<file path="src/verilog/stream_macros.svh">
`ifndef STREAM_MACROS_SVH
`define STREAM_MACROS_SVH

// **********************************************************************
// stream widths
// **********************************************************************
`define STREAM_DATA_WIDTH 32  // tdata bits per beat
`define STREAM_KEEP_WIDTH 4   // one keep bit per data byte

// **********************************************************************
// buffering and accounting
// **********************************************************************
`define FIFO_ADDR_WIDTH 4     // 16 beats per frame FIFO
`define COUNT_WIDTH 16        // statistics counter width
`define BAD_FRAME_BIT 0       // tuser bit flagging a bad frame on the last beat
`define NUM_PORTS 2           // ingress ports merged by the arbiter

`endif
</file>
<file path="src/verilog/frame_pkg.sv">
`include "stream_macros.svh"

package frame_pkg;

  // **********************************************************************
  // frame accounting and port selection
  // **********************************************************************

  // number of the ingress port a frame came from
  typedef logic [$clog2(`NUM_PORTS)-1:0] port_id_t;

  // value of one saturating statistics counter
  typedef logic [`COUNT_WIDTH-1:0] frame_count_t;

endpackage

</file>
<file path="src/verilog/axis_pkg.sv">
`include "stream_macros.svh"

package axis_pkg;

  // **********************************************************************
  // stream beat fields
  // **********************************************************************

  // payload of one beat
  typedef logic [`STREAM_DATA_WIDTH-1:0] tdata_t;

  // byte enables, one per tdata byte
  typedef logic [`STREAM_KEEP_WIDTH-1:0] tkeep_t;

  // sideband flags, only the bad-frame bit is defined
  typedef logic [0:0] tuser_t;

endpackage

</file>
<file path="src/verilog/axis_ingress_top.sv">
`timescale 1ns/1ps

module axis_ingress_top (
  input  logic                    clk,
  input  logic                    rst,
  input  axis_pkg::tdata_t        s0_tdata,
  input  axis_pkg::tkeep_t        s0_tkeep,
  input  axis_pkg::tuser_t        s0_tuser,
  input  logic                    s0_tlast,
  input  logic                    s0_tvalid,
  output logic                    s0_tready,
  input  axis_pkg::tdata_t        s1_tdata,
  input  axis_pkg::tkeep_t        s1_tkeep,
  input  axis_pkg::tuser_t        s1_tuser,
  input  logic                    s1_tlast,
  input  logic                    s1_tvalid,
  output logic                    s1_tready,
  output axis_pkg::tdata_t        m_tdata,
  output axis_pkg::tkeep_t        m_tkeep,
  output frame_pkg::port_id_t     m_tid,
  output logic                    m_tlast,
  output logic                    m_tvalid,
  input  logic                    m_tready,
  output frame_pkg::frame_count_t good_count_0,
  output frame_pkg::frame_count_t bad_count_0,
  output frame_pkg::frame_count_t overflow_count_0,
  output frame_pkg::frame_count_t good_count_1,
  output frame_pkg::frame_count_t bad_count_1,
  output frame_pkg::frame_count_t overflow_count_1
);

  axis_pkg::tdata_t f0_tdata, f1_tdata;
  axis_pkg::tkeep_t f0_tkeep, f1_tkeep;
  logic             f0_tlast, f1_tlast;
  logic             f0_tvalid, f1_tvalid;
  logic             f0_tready, f1_tready;
  logic             good_0, bad_0, ovf_0;
  logic             good_1, bad_1, ovf_1;

  // **********************************************************************
  // per-port buffering and accounting
  // **********************************************************************
  axis_frame_fifo fifo_0 (
    .clk(clk), .rst(rst),
    .s_tdata(s0_tdata), .s_tkeep(s0_tkeep), .s_tuser(s0_tuser),
    .s_tlast(s0_tlast), .s_tvalid(s0_tvalid), .s_tready(s0_tready),
    .m_tdata(f0_tdata), .m_tkeep(f0_tkeep), .m_tlast(f0_tlast),
    .m_tvalid(f0_tvalid), .m_tready(f0_tready),
    .status_good_frame(good_0), .status_bad_frame(bad_0), .status_overflow(ovf_0)
  );

  axis_frame_fifo fifo_1 (
    .clk(clk), .rst(rst),
    .s_tdata(s1_tdata), .s_tkeep(s1_tkeep), .s_tuser(s1_tuser),
    .s_tlast(s1_tlast), .s_tvalid(s1_tvalid), .s_tready(s1_tready),
    .m_tdata(f1_tdata), .m_tkeep(f1_tkeep), .m_tlast(f1_tlast),
    .m_tvalid(f1_tvalid), .m_tready(f1_tready),
    .status_good_frame(good_1), .status_bad_frame(bad_1), .status_overflow(ovf_1)
  );

  frame_stats stats_0 (
    .clk(clk), .rst(rst),
    .good_frame(good_0), .bad_frame(bad_0), .overflow(ovf_0),
    .good_count(good_count_0), .bad_count(bad_count_0), .overflow_count(overflow_count_0)
  );

  frame_stats stats_1 (
    .clk(clk), .rst(rst),
    .good_frame(good_1), .bad_frame(bad_1), .overflow(ovf_1),
    .good_count(good_count_1), .bad_count(bad_count_1), .overflow_count(overflow_count_1)
  );

  // merge of both ports onto the egress stream
  axis_frame_arbiter arb (
    .clk(clk), .rst(rst),
    .s0_tdata(f0_tdata), .s1_tdata(f1_tdata),
    .s0_tkeep(f0_tkeep), .s1_tkeep(f1_tkeep),
    .s0_tlast(f0_tlast), .s1_tlast(f1_tlast),
    .s0_tvalid(f0_tvalid), .s1_tvalid(f1_tvalid),
    .s0_tready(f0_tready), .s1_tready(f1_tready),
    .m_tdata(m_tdata), .m_tkeep(m_tkeep), .m_tid(m_tid),
    .m_tlast(m_tlast), .m_tvalid(m_tvalid), .m_tready(m_tready)
  );

endmodule

</file>
<file path="src/verilog/frame_stats.sv">
`timescale 1ns/1ps

module frame_stats (
  input  logic                    clk,
  input  logic                    rst,
  input  logic                    good_frame,
  input  logic                    bad_frame,
  input  logic                    overflow,
  output frame_pkg::frame_count_t good_count,
  output frame_pkg::frame_count_t bad_count,
  output frame_pkg::frame_count_t overflow_count
);

  // holds at all ones instead of wrapping
  function automatic frame_pkg::frame_count_t sat_inc(input frame_pkg::frame_count_t cnt);
    frame_pkg::frame_count_t nxt;
    nxt = cnt + 1'b1;
    return (&cnt) ? cnt : nxt;
  endfunction

  // **********************************************************************
  // per-port frame counters
  // **********************************************************************
  always_ff @(posedge clk) begin
    if (rst) begin
      good_count <= '0;
      bad_count <= '0;
      overflow_count <= '0;
    end else begin
      if (good_frame) begin
        good_count <= sat_inc(good_count);
      end
      if (bad_frame) begin
        bad_count <= sat_inc(bad_count);
      end
      if (overflow) begin
        overflow_count <= sat_inc(overflow_count);
      end
    end
  end

endmodule

</file>
<file path="src/verilog/axis_frame_arbiter.sv">
`timescale 1ns/1ps

module axis_frame_arbiter (
  input  logic                clk,
  input  logic                rst,
  input  axis_pkg::tdata_t    s0_tdata,
  input  axis_pkg::tdata_t    s1_tdata,
  input  axis_pkg::tkeep_t    s0_tkeep,
  input  axis_pkg::tkeep_t    s1_tkeep,
  input  logic                s0_tlast,
  input  logic                s1_tlast,
  input  logic                s0_tvalid,
  input  logic                s1_tvalid,
  output logic                s0_tready,
  output logic                s1_tready,
  output axis_pkg::tdata_t    m_tdata,
  output axis_pkg::tkeep_t    m_tkeep,
  output frame_pkg::port_id_t m_tid,
  output logic                m_tlast,
  output logic                m_tvalid,
  input  logic                m_tready
);

  frame_pkg::port_id_t grant;  // port of the current or most recent frame
  frame_pkg::port_id_t sel;
  logic                busy;   // inside a frame, grant is locked

  logic             other_valid;
  logic             sel_valid;
  logic             sel_last;
  axis_pkg::tdata_t sel_tdata;
  axis_pkg::tkeep_t sel_tkeep;
  logic             out_ready;
  logic             accept;

  // **********************************************************************
  // port selection
  // **********************************************************************
  assign other_valid = grant ? s0_tvalid : s1_tvalid;

  always_comb begin
    sel = grant;
    if (!busy && other_valid) begin
      sel = ~grant;  // at a boundary the port not served last goes first
    end
  end

  assign sel_valid = sel ? s1_tvalid : s0_tvalid;
  assign sel_last = sel ? s1_tlast : s0_tlast;
  assign sel_tdata = sel ? s1_tdata : s0_tdata;
  assign sel_tkeep = sel ? s1_tkeep : s0_tkeep;

  assign out_ready = m_tready || !m_tvalid;
  assign accept = sel_valid && out_ready;
  assign s0_tready = out_ready && !sel;
  assign s1_tready = out_ready && sel;

  // **********************************************************************
  // grant state and output register
  // **********************************************************************
  always_ff @(posedge clk) begin
    if (rst) begin
      grant <= '0;
      busy <= 1'b0;
      m_tvalid <= 1'b0;
    end else begin
      if (accept) begin
        grant <= sel;
        busy <= !sel_last;
      end
      if (out_ready) begin
        m_tvalid <= accept;
      end
    end
  end

  always_ff @(posedge clk) begin
    if (accept) begin
      m_tdata <= sel_tdata;
      m_tkeep <= sel_tkeep;
      m_tlast <= sel_last;
      m_tid <= sel;  // tag with the source port
    end
  end

  // frames from the two ports never interleave
  assert property (@(posedge clk) disable iff (rst) busy |=> $stable(grant));

endmodule

</file>
<file path="src/verilog/axis_frame_fifo.sv">
`timescale 1ns/1ps
`include "stream_macros.svh"

module axis_frame_fifo (
  input  logic             clk,
  input  logic             rst,
  input  axis_pkg::tdata_t s_tdata,
  input  axis_pkg::tkeep_t s_tkeep,
  input  axis_pkg::tuser_t s_tuser,
  input  logic             s_tlast,
  input  logic             s_tvalid,
  output logic             s_tready,
  output axis_pkg::tdata_t m_tdata,
  output axis_pkg::tkeep_t m_tkeep,
  output logic             m_tlast,
  output logic             m_tvalid,
  input  logic             m_tready,
  output logic             status_good_frame,
  output logic             status_bad_frame,
  output logic             status_overflow
);

  localparam int AW = `FIFO_ADDR_WIDTH;
  localparam int DEPTH = 1 << AW;
  localparam int KEEP_LSB = $bits(axis_pkg::tdata_t);
  localparam int LAST_BIT = KEEP_LSB + $bits(axis_pkg::tkeep_t);
  localparam int WORD_WIDTH = LAST_BIT + 1;

  logic [WORD_WIDTH-1:0] mem [DEPTH];

  logic [AW:0] wr_ptr, wr_ptr_next;          // end of the last committed frame
  logic [AW:0] wr_ptr_cur, wr_ptr_cur_next;  // speculative, runs ahead inside a frame
  logic [AW:0] wr_ptr_rd;                    // committed pointer as seen by the read side
  logic [AW:0] rd_ptr;

  logic ready_reg;
  logic drop_frame, drop_frame_next;
  logic good_next, bad_next, overflow_next;
  logic write, read, store_output;
  logic full_cur, empty;

  logic [WORD_WIDTH-1:0] rd_data;
  logic                  rd_valid;
  logic [WORD_WIDTH-1:0] out_data;
  logic                  out_valid;

  // **********************************************************************
  // write side
  // **********************************************************************
  assign s_tready = ready_reg;  // never stalls, oversized frames are dropped instead
  assign full_cur = (wr_ptr_cur[AW] != rd_ptr[AW]) &&
                    (wr_ptr_cur[AW-1:0] == rd_ptr[AW-1:0]);

  always_comb begin
    write = 1'b0;
    wr_ptr_next = wr_ptr;
    wr_ptr_cur_next = wr_ptr_cur;
    drop_frame_next = drop_frame;
    good_next = 1'b0;
    bad_next = 1'b0;
    overflow_next = 1'b0;
    if (s_tvalid && ready_reg) begin
      if (full_cur || drop_frame) begin
        drop_frame_next = 1'b1;  // swallow the rest of the frame
        if (s_tlast) begin
          drop_frame_next = 1'b0;
          wr_ptr_cur_next = wr_ptr;
          overflow_next = 1'b1;
        end
      end else begin
        write = 1'b1;
        wr_ptr_cur_next = wr_ptr_cur + 1'b1;
        if (s_tlast) begin
          if (s_tuser[`BAD_FRAME_BIT]) begin
            wr_ptr_cur_next = wr_ptr;  // rewind over the bad frame
            bad_next = 1'b1;
          end else begin
            wr_ptr_next = wr_ptr_cur + 1'b1;
            good_next = 1'b1;
          end
        end
      end
    end
  end

  always_ff @(posedge clk) begin
    if (rst) begin
      ready_reg <= 1'b0;
      wr_ptr <= '0;
      wr_ptr_cur <= '0;
      wr_ptr_rd <= '0;
      drop_frame <= 1'b0;
      status_good_frame <= 1'b0;
      status_bad_frame <= 1'b0;
      status_overflow <= 1'b0;
    end else begin
      ready_reg <= 1'b1;
      wr_ptr <= wr_ptr_next;
      wr_ptr_cur <= wr_ptr_cur_next;
      wr_ptr_rd <= wr_ptr;  // commit reaches the read side one cycle later
      drop_frame <= drop_frame_next;
      status_good_frame <= good_next;
      status_bad_frame <= bad_next;
      status_overflow <= overflow_next;
    end
  end

  always_ff @(posedge clk) begin
    if (write) begin
      mem[wr_ptr_cur[AW-1:0]] <= {s_tlast, s_tkeep, s_tdata};
    end
  end

  // **********************************************************************
  // read side, memory read register then output register
  // **********************************************************************
  assign empty = (wr_ptr_rd == rd_ptr);
  assign store_output = m_tready || !out_valid;
  assign read = (store_output || !rd_valid) && !empty;

  always_ff @(posedge clk) begin
    if (rst) begin
      rd_ptr <= '0;
      rd_valid <= 1'b0;
      out_valid <= 1'b0;
    end else begin
      if (read) begin
        rd_ptr <= rd_ptr + 1'b1;
      end
      if (store_output || !rd_valid) begin
        rd_valid <= !empty;
      end
      if (store_output) begin
        out_valid <= rd_valid;
      end
    end
  end

  always_ff @(posedge clk) begin
    if (read) begin
      rd_data <= mem[rd_ptr[AW-1:0]];
    end
    if (store_output) begin
      out_data <= rd_data;
    end
  end

  assign m_tdata = out_data[KEEP_LSB-1:0];
  assign m_tkeep = out_data[LAST_BIT-1:KEEP_LSB];
  assign m_tlast = out_data[LAST_BIT];
  assign m_tvalid = out_valid;

  // a stalled beat stays offered until it is taken
  assert property (@(posedge clk) disable iff (rst) m_tvalid && !m_tready |=> m_tvalid);

  assert property (@(posedge clk) disable iff (rst)
    $onehot0({status_good_frame, status_bad_frame, status_overflow}));

endmodule

</file>
<file path="config.mk">
export PLATFORM = sky130hd
export DESIGN_NAME = axis_ingress_top
export DESIGN_NICKNAME = d
export VERILOG_FILES = /design/src/verilog/frame_pkg.sv /design/src/verilog/axis_pkg.sv /design/src/verilog/axis_ingress_top.sv /design/src/verilog/frame_stats.sv /design/src/verilog/axis_frame_arbiter.sv /design/src/verilog/axis_frame_fifo.sv
export VERILOG_INCLUDE_DIRS = /design/src /design/src/verilog
export SDC_FILE = /design/constraint.sdc
export NUM_CORES = 2
export LEC_CHECK = 0
export ABC_AREA = 1
export BUFFER_PORTS_ARGS = -buffer_cell sky130_fd_sc_hd__buf_2
export CAP_MARGIN = 10
export CORE_AREA = 3 3 322 324
export DETAILED_ROUTE_END_ITERATION = 16
export DIE_AREA = 0 0 325 327
export PLACE_DENSITY = 0.77
export REMOVE_ABC_BUFFERS = 1
export SLEW_MARGIN = 15
export SYNTH_ARGS = -nofsm -noshare
export SYNTH_HDL_FRONTEND = slang
export SYNTH_HIERARCHICAL = 1
export SYNTH_SLANG_ARGS = --single-unit
export TNS_END_PERCENT = 1
</file>
<file path="constraint.sdc">
create_clock -name clk -period 6.6 [get_ports clk]
set_input_delay 1.98 -clock clk [delete_from_list [all_inputs] [get_ports clk]]
set_output_delay 1.98 -clock clk [all_outputs]
set_load 0.005 [all_outputs]
</file>
# Word level (Yosys, flattened, before mapping)
# Memories as Yosys holds them, arrays and structs flattened. A register that Yosys moved wholly into a read port is not among the register bits.
# Cells that the tools add are included.
word_totals:
  register_bits: 264
  mem_bits_rw: 1184
  input_bits: 81
  word_cells: 149
  mem_count: 2
op_classes:
  add_sub_neg: 10
  eq_ne: 8
  n_mux: 31
  bitwise_logic: 13
  reduce_logical: 49
memory_table:
  columns: ["memory", "depth", "width", "rd", "rd_ports_with_merged_regs", "wr", "line_no", "source"]
  rows:
  - ["fifo_0.mem", 16, 37, 1, 1, 1, "axis_frame_fifo.sv:29", "logic [WORD_WIDTH-1:0] mem [DEPTH];"]
  - ["fifo_1.mem", 16, 37, 1, 1, 1, "axis_frame_fifo.sv:29", null]
ops:
  columns: ["operator", "count"]
  rows:
  - ["$add A16 B1 Y16 const B", 6]
  - ["$reduce_and A16 Y1", 6]
  - ["$mux W5", 8]
  - ["$mux W32", 1]
  - ["$mux W1", 21]
  - ["$add A5 B1 Y5 const B", 4]
  - ["$reduce_and A2 Y1", 10]
  - ["$not A1 Y1", 13]
  - ["$eq A5 B5 Y1", 2]
  - ["$logic_and A1 B1 Y1", 10]
  - ["$logic_not A1 Y1", 10]
  - ["$eq A4 B4 Y1", 2]
  - ["$reduce_or A4 Y1", 2]
  - ["$logic_or A1 B1 Y1", 7]
  - ["$reduce_and A3 Y1", 2]
  - ["$reduce_or A3 Y1", 2]
  - ["$mux W4", 1]
  - ["$ne A2 B2 Y1 const B", 2]
  - ["$ne A1 B1 Y1", 2]

# Depth between registers and ports, before layout
logic_depth:
  ltp_word: 8
  depth_mapped: 13
  mapped_depth_nobuf: 12

# Modules after synthesis
# The synthesis kept the hierarchy.
by_module_without_submodules:
  columns: ["mod", "n_inst", "cells_each", "area_each_um2"]
  rows:
  - ["axis_frame_fifo (fifo_0)", 1, 1939, 26485.4]
  - ["axis_frame_fifo (fifo_1)", 1, 1927, 26466.6]
  - ["frame_stats", 2, 466, 2899.0]
  - ["axis_frame_arbiter", 1, 196, 1843.0]

# Least setup slack after synthesis
# OpenSTA, ideal clock, no wires.
synth_timing:
  path_kind: "in2reg"
  start: "in s1_tvalid"
  end: "mem fifo_1/mem[0][0] (netlist bit) (enable)"
  setup_time_ps: 431
  arrival_time_ps: 4066
  required_time_ps: 6169
  slack_ps: 2102
  path_stages: 6
  path_cell_list: "nand2_1 inv_1 nand3_2 inv_2 nand2_1 nor2_1"
synth_via:
  elab_chain_cells: 4
synth_lines:
  columns: ["item", "line_no", "source"]
  rows:
  - ["start: declaration", "axis_ingress_top.sv:16", "input logic s1_tvalid,"]
  - ["$logic_and A1 B1 Y1", "axis_frame_fifo.sv:62", "if (s_tvalid && ready_reg) begin"]
  - ["$mux W1", "axis_frame_fifo.sv:62", null]
  - ["$mux W1", "axis_frame_fifo.sv:109", "if (write) begin"]
  - ["$mux W1 (not written as such)", "axis_frame_fifo.sv:110", "mem[wr_ptr_cur[AW-1:0]] <= {s_tlast, s_tkeep, s_tdata};"]
  - ["end: declaration", "axis_frame_fifo.sv:29", null]
# Every way passes these cells.

# Worst setup path in the final report
layout_timing:
  start: "reg fifo_0.rd_ptr[2]"
  end: "mem fifo_0/mem[12][0] (netlist bit) (enable)"
layout_via:
  elab_chain_cells: 7
layout_lines:
  columns: ["item", "line_no", "source"]
  rows:
  - ["start: declaration", "axis_frame_fifo.sv:34", "logic [AW:0] rd_ptr;"]
  - ["start signal: assignment", "axis_frame_fifo.sv:128", "rd_ptr <= rd_ptr + 1'b1;"]
  - ["$eq A4 B4 Y1", "axis_frame_fifo.sv:52", "(wr_ptr_cur[AW-1:0] == rd_ptr[AW-1:0]);"]
  - ["$logic_and A1 B1 Y1", "axis_frame_fifo.sv:51", "assign full_cur = (wr_ptr_cur[AW] != rd_ptr[AW]) &&"]
  - ["$logic_or A1 B1 Y1", "axis_frame_fifo.sv:63", "if (full_cur || drop_frame) begin"]
  - ["$mux W1", "axis_frame_fifo.sv:63", null]
  - ["$mux W1", "axis_frame_fifo.sv:62", null]
  - ["$mux W1", "axis_frame_fifo.sv:109", null]
  - ["$mux W1 (not written as such)", "axis_frame_fifo.sv:110", null]
  - ["end: declaration", "axis_frame_fifo.sv:29", null]
# Every way passes these cells.

==> key figures <==
Status
  – Status: finished clean

Die
  – # IOs: 218
  – Starting Density: between 50% and 60%
  – Core ar.: 0.101 mm²
  – Chip Width: approximately 330 µm
  – Die area: 0.106 mm²
  – Die height: approximately 330 µm
  – Row count: approximately 120

CTS
  – Clock slew at reported path FFs: about 0.060 ns
  – Clk sinks: approximately 1500
  – Total CTS buffers: between 150 and 200
  – CTS tree: built
  – # hold bufs at CTS: 0
  – Max Buffers Root-to-Sink: 3
  – Htree depth: 4
  – Resize count post-CTS: 0
  – Post-CTS Setup Inserts: 0
  – Clock Latency Late Sink: between 0.7 and 0.8 ns
  – CTS root buffer: clkbuf_16

Placed design
  – Placed inst area: between 0.06 and 0.07 mm²
  – I/O Buffers: approximately 220
  – Post-DP HPWL: approximately 85 mm
  – Placer's final routability congestion estimate: approximately 0.90

Synthesis
  – Post-synth cell types: between 40 and 50
  – Yosys warns: 6
  – Mapped Cells: about 5000
  – Register area share after synthesis: around 73%
  – Syn Area/Cell: about 12 µm²
  – Synth area leader: edfxtp_1
  – Synthesized area: between 0.06 and 0.07 mm²
  – Top area cells in the synthesized netlist: edfxtp_1 (68%), nor2_1 (5.9%), dfxtp_1 (5.1%), o21ai_0 (4.9%), nand2_1 (4.0%)
  – Top-area cell type share of the netlist area: 67.9%
  – Flops & latches, synth: 1523

Setup path
  – CP max FO: 60
  – FF-to-FF path depth: 10
  – R2R Path End: fifo_0/mem[12][0]
  – Crit path capture type: register
  – R2r setup slk: between 2 and 3 ns
  – RR Startpoint: fifo_0/rd_ptr[2]
  – Critical path type: reg -> reg
  – CP Launch Type: register
  – Critical Path AT: between 4 and 5 ns
  – Worst endpoint required time: roughly 7.0 ns

Power and ir drop
  – Overall power: ~26 mW
  – Switching part of the total: between 30% and 40%
  – Pint: about 18 mW
  – Clk network pwr share: approximately 31%
  – Sw Pwr: a little over 8 mW
  – Sequential Power Share: between 40% and 50%
  – Total power density per cell area: 380 mW/mm²
  – Leakage power: ~23 nW
  – Logic gate share of total power: 21.7%
  – Worst vdd ir: 0.000338 V

Finish
  – Fin util: 66.7%
  – Layout cells sized above 1: a little under an eighth
  – Area Growth Syn to Fin: 11.7%
  – Layout Nets: ~5200
  – Design area: 0.0677 mm²

Global route
  – GRT Overall Usage: a little over a quarter
  – Gr ovfl total: 0
  – Largest net degree at the start of global routing: between 150 and 200
  – Number of global-route vias before repair: roughly 38000
  – First-pass GRT wire length: 218 mm
  – Initial antenna violation count: 4

Detailed routing
  – Post-route DRC: 0
  – Initial DRT Pass Iterations: 8
  – Routed wire per std cell: about 22 µm
  – Vias: between 40000 and 50000
  – Antenna viol nets, final: 0
  – Routed WL: around 140 mm
  – Detailed Route Iter0 Violations: 4887
  – DR vias/cell: roughly 6.0

Min path
  – Hold Path Depth: 0
  – Hold Crit Endpoint: fifo_0/out_data[29]
  – Hold crit path type: reg -> reg
  – Hold path start: fifo_0/rd_data[29]

Timing
  – Rel. slew slack: ~22%
  – Unrepaired setup endpoints after global routing: false
  – Fin crit share: 59.4%
  – Max-slew violations: 0
  – Hold Fails Final Rpt: 0
  – Worst slew pin tran: 1.17 ns
  – Final Setup Violations: 0
  – Max Freq: between 200 and 300 MHz
  – Clock Skew: approximately 0.028 ns
  – Post-route minimum period: around 4 ns

Run
  – Max Cap Viol: 0
==> registers in the layout, summed over array words and instances (netlist names), 16 cells and up <==
name / cells
fifo_0/out_data: 37
fifo_1/mem: 592
fifo_1/out_data: 37
stats_1/good_count: 16
fifo_1/rd_data: 37
fifo_0/rd_data: 37
stats_1/overflow_count: 16
fifo_0/mem: 592
arb/m_tdata: 32
stats_0/overflow_count: 16
stats_1/bad_count: 16
stats_0/bad_count: 16
stats_0/good_count: 16
==> power groups by stage <==
stage	clock network [mW]	logic, mW	registers [mW]
after global routing	8.52	6.12	12.2
final	8.01	5.59	12.1
after global placement	0	5.36	12.3
after CTS	8.12	5.56	12.1
after detailed placement	0	5.51	12.3
after floorplan	0	3.12	12.4
==> per-stage QoR <==
stage	hold WS (ns)	cells	TNS [ns]	setup slack [ns]
global route	0.423	6626	0	2.53
floorplan	0.400	4723	-5181.02	-3.99
CTS	0.404	6612	0	2.68
detailed placement	0.405	6345	0	2.19
global placement	0.402	6340	0	2.24
finish	0.408	6628	0	2.68
==> critical path: stages, from the launching register on <==
cell and delay (ns):
dfxtp_2 0.31, buf_4 0.59, inv_2 0.50, o21ai_1 0.24
nor2_1 0.09, nand3_4 0.12, nand3_4 0.18, inv_2 0.15
nand2_1 0.25, nor2_4 0.70, buf_4 0.41
==> routing by layer <==
metal / track usage (%) / vias to the layer above / part of all wire [%]
met5: 0 / - / 0
met4: 10.5 / 0 / 3.5
met3: 4.34 / 280 / 8.5
met2: 42.9 / 2019 / 49
met1: 36.0 / 19460 / 39
li1: - / 18294 / -
==> Yosys cell counts (all sizes together) <==
cell	count
nand3b	7
o22ai	181
o221ai	82
nand2	671
or2	1
clkinv	4
inv	148
ha	16
and2	2
nand4	26
nand3	275
o31ai	1
o21ai	620
o211ai	66
edfxtp	1370
nor3	19
clkbuf	153
nor2	979
o21a	1
buf	118
a21oi	87
xor2	8
dfxtp	153
xnor2	6
==> worst max-delay path by stage <==
stage | from | end | slack, ns | depth (start not counted)
after detailed placement | s1_tvalid | fifo_1/mem[10][8] | 2.19 | 7
after global placement | s0_tvalid | fifo_0/mem[0][22] | 2.24 | 7
after global routing | fifo_0/rd_ptr[2] | fifo_0/mem[12][18] | 2.53 | 10
after CTS | fifo_0/rd_ptr[2] | fifo_0/mem[9][5] | 2.68 | 9
final | fifo_0/rd_ptr[2] | fifo_0/mem[12][0] | 2.68 | 10
after floorplan | fifo_1/rd_ptr[0] | fifo_1/rd_data[0] | -3.99 | 6
==> placed cells by master, fill, tap and decap left out, drive strengths merged <==
cell type / count
o21ai: 620
o31ai: 1
o221ai: 82
dfxtp: 153
o211ai: 66
or2: 1
o21a: 1
inv: 154
nand2: 671
edfxtp: 1370
nand3: 275
clkbuf: 196
bufinv: 5
nand4: 26
clkinv: 63
clkinvlp: 1
and2: 2
nor2: 979
o22ai: 181
xor2: 8
buf: 268
ha: 16
diode: 2
nor3: 19
nand3b: 7
xnor2: 6
a21oi: 87
==> final cells by class <==
class / instances / area, µm²
timing repair buffer: 268 / 1760
multi-input combinational: 3048 / 14800
clock buffer: 196 / 4000
tap: 1368 / 1710
inverter: 152 / 593
sequential: 1523 / 44200
clock inverter: 71 / 617
fill: 7056 / 33800
antenna: 2 / 5.00
==> cell families after synthesis <==
| logic type | synth area share (%) |
|---|---|
| flops | 72.9 |
| fa+ha+maj | 0.330 |
| buf+inv | 3.09 |
| simple gates | 13.7 |
| xor+xnor | 0.202 |
| compound gates | 9.77 |
(Power assumes the default switching activity.)
